`config.mk`:
```
export PLATFORM = sky130hd
export DESIGN_NAME = card_save_ctrl
export DESIGN_NICKNAME = d
export VERILOG_FILES = /design/src/save_pkg.sv /design/src/card_save_ctrl.sv
export SDC_FILE = /design/constraint.sdc
export NUM_CORES = 1
export LEC_CHECK = 0
export BUFFER_PORTS_ARGS = -buffer_cell sky130_fd_sc_hd__buf_2
export CAP_MARGIN = 10
export CORE_ASPECT_RATIO = 1.1
export CORE_MARGIN = 3
export CORE_UTILIZATION = 35
export DETAILED_ROUTE_END_ITERATION = 6
export GPL_ROUTABILITY_DRIVEN = 0
export MAX_ROUTING_LAYER = met4
export PLACE_DENSITY = 0.56
export SYNTH_ARGS = -nofsm -noshare
export SYNTH_HDL_FRONTEND = slang
export SYNTH_SLANG_ARGS = --single-unit
```
`constraint.sdc`:
```
create_clock -name CLK_24M -period 2.5 [get_ports CLK_24M]
set_input_delay 0.25 -clock CLK_24M [delete_from_list [all_inputs] [get_ports CLK_24M]]
set_output_delay 0.25 -clock CLK_24M [all_outputs]
set_load 0.1 [all_outputs]
```
`src/save_pkg.sv`:
```
/* Auto-save package.
   State type of the save controller and its default quiet period. */

package save_pkg;

	// Card contents match storage, or have changed, or are waiting for the host
	typedef enum logic [1:0] {
		SAVE_CLEAN   = 2'd0,
		SAVE_DIRTY   = 2'd1,
		SAVE_REQUEST = 2'd2
	} save_state_t;

	// Quiet period before a save is requested, counted in CLK_24M cycles
	// A burst of CPU writes to the card normally finishes well inside this
	parameter logic [15:0] default_save_delay = 16'd4096;

endpackage

```
`src/card_save_ctrl.sv`:
```
/* Auto-save controller.
   Requests a write-back once the card has changed and then stayed quiet. */

`timescale 1ns/1ps

module card_save_ctrl #(
	parameter logic [15:0] save_delay = save_pkg::default_save_delay
) (
	input  logic CLK_24M,
	input  logic arst_n,
	input  logic card_change,
	input  logic save_ack,
	output logic save_req
);
	import save_pkg::*;

	save_state_t state;
	logic [15:0] quiet_cnt;
	// Set when the card changes while the host is already saving
	logic        change_pend;

	// ========================================================================
	// Quiet counter
	// ========================================================================

	// Every change restarts the quiet period in any state
	// Counting on during a pending request keeps the next request aligned
	// to the last change rather than to the acknowledge
	always_ff @(posedge CLK_24M or negedge arst_n) begin
		if (!arst_n) begin
			quiet_cnt <= 16'd0;
		end else if (card_change) begin
			quiet_cnt <= save_delay - 16'd1;
		end else if (quiet_cnt != 16'd0) begin
			quiet_cnt <= quiet_cnt - 16'd1;
		end
	end

	// ========================================================================
	// Save FSM
	// ========================================================================

	always_ff @(posedge CLK_24M or negedge arst_n) begin
		if (!arst_n) begin
			state       <= SAVE_CLEAN;
			change_pend <= 1'b0;
		end else begin
			unique case (state)
				SAVE_CLEAN: begin
					if (card_change) begin
						state <= SAVE_DIRTY;
					end
				end
				SAVE_DIRTY: begin
					// A change in this cycle has just reloaded the counter
					// Leaving on a count of one puts the request save_delay cycles
					// after the change pulse
					if (!card_change && quiet_cnt <= 16'd1) begin
						state <= SAVE_REQUEST;
					end
				end
				SAVE_REQUEST: begin
					if (save_ack) begin
						// Host saved an older image, so newer data still needs one
						if (change_pend || card_change) begin
							state <= SAVE_DIRTY;
						end else begin
							state <= SAVE_CLEAN;
						end
						change_pend <= 1'b0;
					end else if (card_change) begin
						change_pend <= 1'b1;
					end
				end
				default: begin
					state       <= SAVE_CLEAN;
					change_pend <= 1'b0;
				end
			endcase
		end
	end

	// Request holds for as long as the host leaves it unacknowledged
	assign save_req = (state == SAVE_REQUEST);

endmodule

```
# Word level (Yosys, flattened, before mapping)
# Cells that the tools add are included.
# W data, S select, Z words.
[word_totals]
out_inout_bits = 1
register_bits = 19
input_bits = 4
[classes]
n_reduce_logical = 9
n_addsub = 1
order_cmp = 1
n_mux = 10
n_bitwise = 1
n_eq_ne = 6
[op_table]
columns = ["operator", "count"]
rows = [
  ["$mux W16", 2],
  ["$le A16 B1 Y1 const B", 1],
  ["$reduce_bool A16 Y1", 1],
  ["$sub A16 B1 Y16 const B", 1],
  ["$mux W2", 3],
  ["$ne A2 B2 Y1 const B", 3],
  ["$pmux W2 S3", 1],
  ["$mux W1", 3],
  ["$ne A3 B3 Y1 const B", 1],
  ["$reduce_and A3 Y1", 1],
  ["$eq A2 B1 Y1 const B", 1],
  ["$eq A2 B2 Y1 const B", 1],
  ["$logic_not A2 Y1", 1],
  ["$pmux W1 S2", 1],
  ["$reduce_and A2 Y1", 1],
  ["$reduce_bool A2 Y1", 1],
  ["$reduce_or A2 Y1", 1],
  ["$logic_and A1 B1 Y1", 1],
  ["$logic_not A1 Y1", 1],
  ["$logic_or A1 B1 Y1", 1],
  ["$not A1 Y1", 1],
]

# Longest topological paths before layout
[logic_depth]
word_depth = 4
depth_mapped = 7
ltp_nobuf = 6

# Least setup slack after synthesis
# No wires, ideal clock.
[synth_path]
path_kind = "register -> register"
from = "register state[1]"
to = "register state[1]"
setup_ns = 0.070
setup_slack_ns = 0.344
required_ns = 2.430
t_arrival_ns = 2.086
path_stages_with_launch = 3
synth_period_minus_slack_ns = 2.156
n_path_buf = 0
cell_sequence = "dfrtp_1 > nor2b_1 > a22o_1"
[synth_via]
elab_chain_cells = 3
word_cells_on_any_way = 8
classes_between = "eq/ne (5); mux (1); reduce/logical (2)"
[synth_lines]
columns = ["item", "line_no", "source"]
rows = [
  ["from (decl)", "card_save_ctrl.sv:17", "save_state_t state;"],
  ["from (signal assigned)", "card_save_ctrl.sv:45", "state <= SAVE_CLEAN;"],
  ["from (signal assigned)", "card_save_ctrl.sv:51", "state <= SAVE_DIRTY;"],
  ["from (signal assigned)", "card_save_ctrl.sv:59", "state <= SAVE_REQUEST;"],
  ["$eq A2 B2 Y1 (*)", "-", ""],
  ["named net save_req", "card_save_ctrl.sv:13", "output logic save_req"],
  ["$ne A2 B2 Y1 (no source line)", "-", ""],
  ["$reduce_and A3 Y1 (no source line)", "-", ""],
]
# Mark *: on every way through the listed nets, which the timed path passes. The rest lies on a longest branch.
# A chain may end at the register's enable or synchronous reset.

# Worst setup path after layout
[layout_path]
from = "register quiet_cnt[0]"
to = "register quiet_cnt[7]"
[layout_via]
elab_chain_cells = 3
word_cells_on_any_way = 5
classes_between = "add/sub (1); mux (2); reduce/logical (2)"
[layout_lines]
columns = ["item", "line_no", "source"]
rows = [
  ["from (decl)", "card_save_ctrl.sv:18", "logic [15:0] quiet_cnt;"],
  ["from (signal assigned)", "card_save_ctrl.sv:33", "quiet_cnt <= save_delay - 16'd1;"],
  ["from (signal assigned)", "card_save_ctrl.sv:35", "quiet_cnt <= quiet_cnt - 16'd1;"],
  ["$sub A16 B1 Y16", "card_save_ctrl.sv:35", ""],
  ["$mux W16", "card_save_ctrl.sv:34", "end else if (quiet_cnt != 16'd0) begin"],
  ["$mux W16", "card_save_ctrl.sv:32", "end else if (card_change) begin"],
]
# Several ways; a longest one is shown, not always the timed one. The select of a mux whose other input is x is not followed.

==> key figures <==
Global route
  • GRT Residual Overflow: 0
  • Global-route wire length before repair: 4.08 mm
  • Total global routing track utilization: 13.9%
  • Initial antenna violation count: 0
  • Number of global-route vias before repair: 850
  • Pin count of the biggest net entering global routing: 23

Placement
  • Detailed placement HPWL: 1.56 mm
  • Cell count after placement: 144
  • Port buffer count: 4

Die
  • Std-Cell Core Area: 0.00307 sq mm
  • I/O pin cnt: 5
  • Die Height: 65.7 microns
  • Die area: 0.00396 sq mm
  • Total number of placement rows: 21
  • Horizontal die dimension: 60.3 microns
  • Effective utilization at floorplan: 36.9%

Logic synthesis
  • Share of async-settable or async-resettable flops after synthesis: 100%
  • EDFF count, synth: 0
  • Synthesis-stage register bit count: 19
  • Synthesized-area fraction occupied by ao, oa, aoi and oai cells: 16.1%
  • Fraction of synthesized cell area taken by the top area cell type: 41.9%
  • Number of warnings printed during yosys synthesis: 0
  • Largest family of logic cells by synthesized area: simple AND/OR/NAND/NOR gates
  • Adder and majority cell fraction of the synthesized area: 3.31%
  • Post-synth top flop: dfrtp_1
  • Synth unique cells: 37
  • Synth top area cells: dfrtp_1 42%, or4_1 4.0%, nor4_1 3.9%
  • Multiplexer share of the synthesized area: 2.65%
  • Mean cell area of the mapped netlist: 10.3 sq um
  • Syn Nets: 117
  • XOR/XNOR share of the synthesized area: 2.32%
  • Most numerous cell in the Yosys netlist: dfrtp_1
  • Sequential element share of the synthesized area: 41.9%
  • Basic-gate share of the synthesized area counting and, or, nand and nor cells: 29.4%
  • Area leader, netlist: dfrtp_1
  • Commonest cells post-synth: 19 x dfrtp_1, 8 x a21oi_1, 7 x nor4_1
  • Netlist area before placement: 0.00113 sq mm
  • Instance count of the mapped netlist: 110

Clock tree
  • CTS Sinks: 19
  • Clock tree from TritonCTS: done
  • Total CTS buffers: 3
  • Number of levels in the clock H-tree: 1
  • Largest buffer count on any clock path: 2
  • Post-CTS setup buffers: 0
  • Cell at the root of the clock tree: clkbuf_4
  • Post-cts sizing count: 0
  • Clock Latency Late Sink: 290 ps
  • Clock transition at the registers of the reported paths: 110 ps
  • Post-cts hold buffer count: 1

Cells and area
  • Layout-stage area growth over the synthesis result: 6.39%
  • Net count reported at finish: 123
  • Number of inserted filler cells in the final layout: 307
  • Final Instance Count excl. Fillers: 149
  • Share of post-route cells with drive strength above 1: 13.0%
  • Number of diodes: 0

Job
  • Max Cap Violations: 0

Drt
  • Drt first-iter violations: 23
  • Routed via count: 868
  • Average wire per cell in the routed design: 14.9 microns
  • Routed Wire Length: 2.22 mm
  • Number of search-and-repair iterations in the first detailed-routing pass: 4
  • Number of routed nets with antenna violations: 0
  • Detailed-route vias per instance: 5.83
  • DRC Markers: 0

Power and ir drop
  • Seq pwr share: 62.5%
  • Net switching component of the power: 122 uW
  • Power per cell area: 419 mW/mm^2
  • Share of total power consumed by net switching: 24.1%
  • Power share of the combinational group: 6.4%
  • Internal power: 384 uW
  • Clock power frac: 31.1%
  • Worst supply voltage drop on vdd: 0.289 mV
  • Leakage Power: 0.405 nW

STA
  • Number of max-slew violations in the final report: 0
  • Setup repair after global routing missed its margin: no
  • Post-route clock period utilization: 85.9%
  • Clock Skew: 1.33 ps
  • Max Clock Freq: 465 MHz
  • Minimum clock period: 2150 ps
  • Final sum of negative setup slack: 0 ps
  • Max_slew headroom: 63.9%
  • Worst slew pin tran: 537 ps
  • # setup viols final: 0
  • Final Hold Fails: 0

Critical path
  • Cells along the critical path: inv_1, ha_1, or3b_2, nor4_4, nor3_1, or3b_1
  • Top fanout value on the critical path: 5
  • Type of the worst setup path: flip-flop to flip-flop
  • Buffers & Inverters on Critical Path: 1
  • Arrival time worst endpoint: 2330 ps
  • Cell class contributing the biggest share of worst-path delay: simple AND/OR/NAND/NOR gates
  • Type of origin of the critical path: flip-flop
  • Delay of the slowest cell on the worst path: 500 ps
  • Crit path required time: 2690 ps
  • Cell with the biggest individual delay on the critical path: or3b_2
  • Type of element capturing the critical path: flip-flop

Outcome
  • Run status: finished, final reports clean

Worst hold path
  • Type of the most critical hold path: input pin to flip-flop
[layer usage]
layer	GRT usage, %	wire (microns)
met1	18.8	1060
met5	-	0
met3	1.77	39
met2	20.4	1070
met4	6.37	45
[area by class of cell]
type                    count  area (sq um)  area share [%]
clock buffers               4          26.3            2.18
well taps                  34          42.5            3.52
multi-input cells          82           611            50.6
repair buffers              6          37.5            3.11
inverters                   4          15.0            1.24
flip-flops and latches     19           475            39.4
[sequential cells by signal (all words and copies together), names as in the netlist]
register / flops
change_pend: 1
quiet_cnt: 16
state: 2
[logic make-up after synthesis]
| family | after synthesis |
|---|---|
| mux | 3 |
| flops | 19 |
| buf+inv | 9 |
| simple gates | 46 |
| fa+ha+maj | 3 |
| compound gates | 27 |
| xor+xnor | 3 |
[tightest hold or removal path, stage by stage]
cell	delay, ps
buf_2	90
o21a_1	100
nor2_1	40
[power by group through the flow]
| stage | clock network (mW) | registers (mW) | logic (mW) |
|---|---|---|---|
| 3_5_place_dp | 0 | 0.322 | 0.0317 |
| 5_1_grt | 0.184 | 0.317 | 0.0371 |
| 3_3_place_gp | 0 | 0.322 | 0.0313 |
| 6_report | 0.157 | 0.316 | 0.0322 |
| 2_1_floorplan | 0 | 0.321 | 0.0186 |
| 4_1_cts | 0.171 | 0.316 | 0.0331 |
[worst paths after layout]
check	start	endpoint	slack, ps	cells past startpoint
worst min-delay path	save_ack	change_pend	210	3
min in group asynchronous	arst_n	quiet_cnt[12]	430	2
worst max register to register	quiet_cnt[0]	quiet_cnt[7]	350	6
worst max-delay path	quiet_cnt[0]	quiet_cnt[7]	350	6
worst min register to register	change_pend	change_pend	520	2
max in group asynchronous	arst_n	quiet_cnt[13]	1750	2
[cell usage in the layout (no fill, tap or decap), drive strengths merged, types with 2 or more instances in the layout]
master,instances
a21oi,8
nor2b,4
mux2i,3
nand2b,5
nor3,3
buf,5
a211o,2
or3,4
or3b,3
o21ai,4
xnor2,2
nor4,10
o31ai,4
clkbuf,4
dfrtp,19
ha,3
or4,9
nor2,5
inv,4
[through the flow]
stage          power, mW  util (%)  cell area (sq um)  hold WS [ps]  worst slack (ps)
2_1_floorplan      0.339         -               1130         -45.6               344
3_3_place_gp       0.353      38.1               1170           228               365
3_5_place_dp       0.354      38.1               1170           224               341
4_1_cts            0.521      39.3               1210           195               316
5_1_grt            0.538      39.3               1210           231               208
6_report           0.506      39.3               1210           211               351
Note: power is estimated with default switching activity, not from simulation.
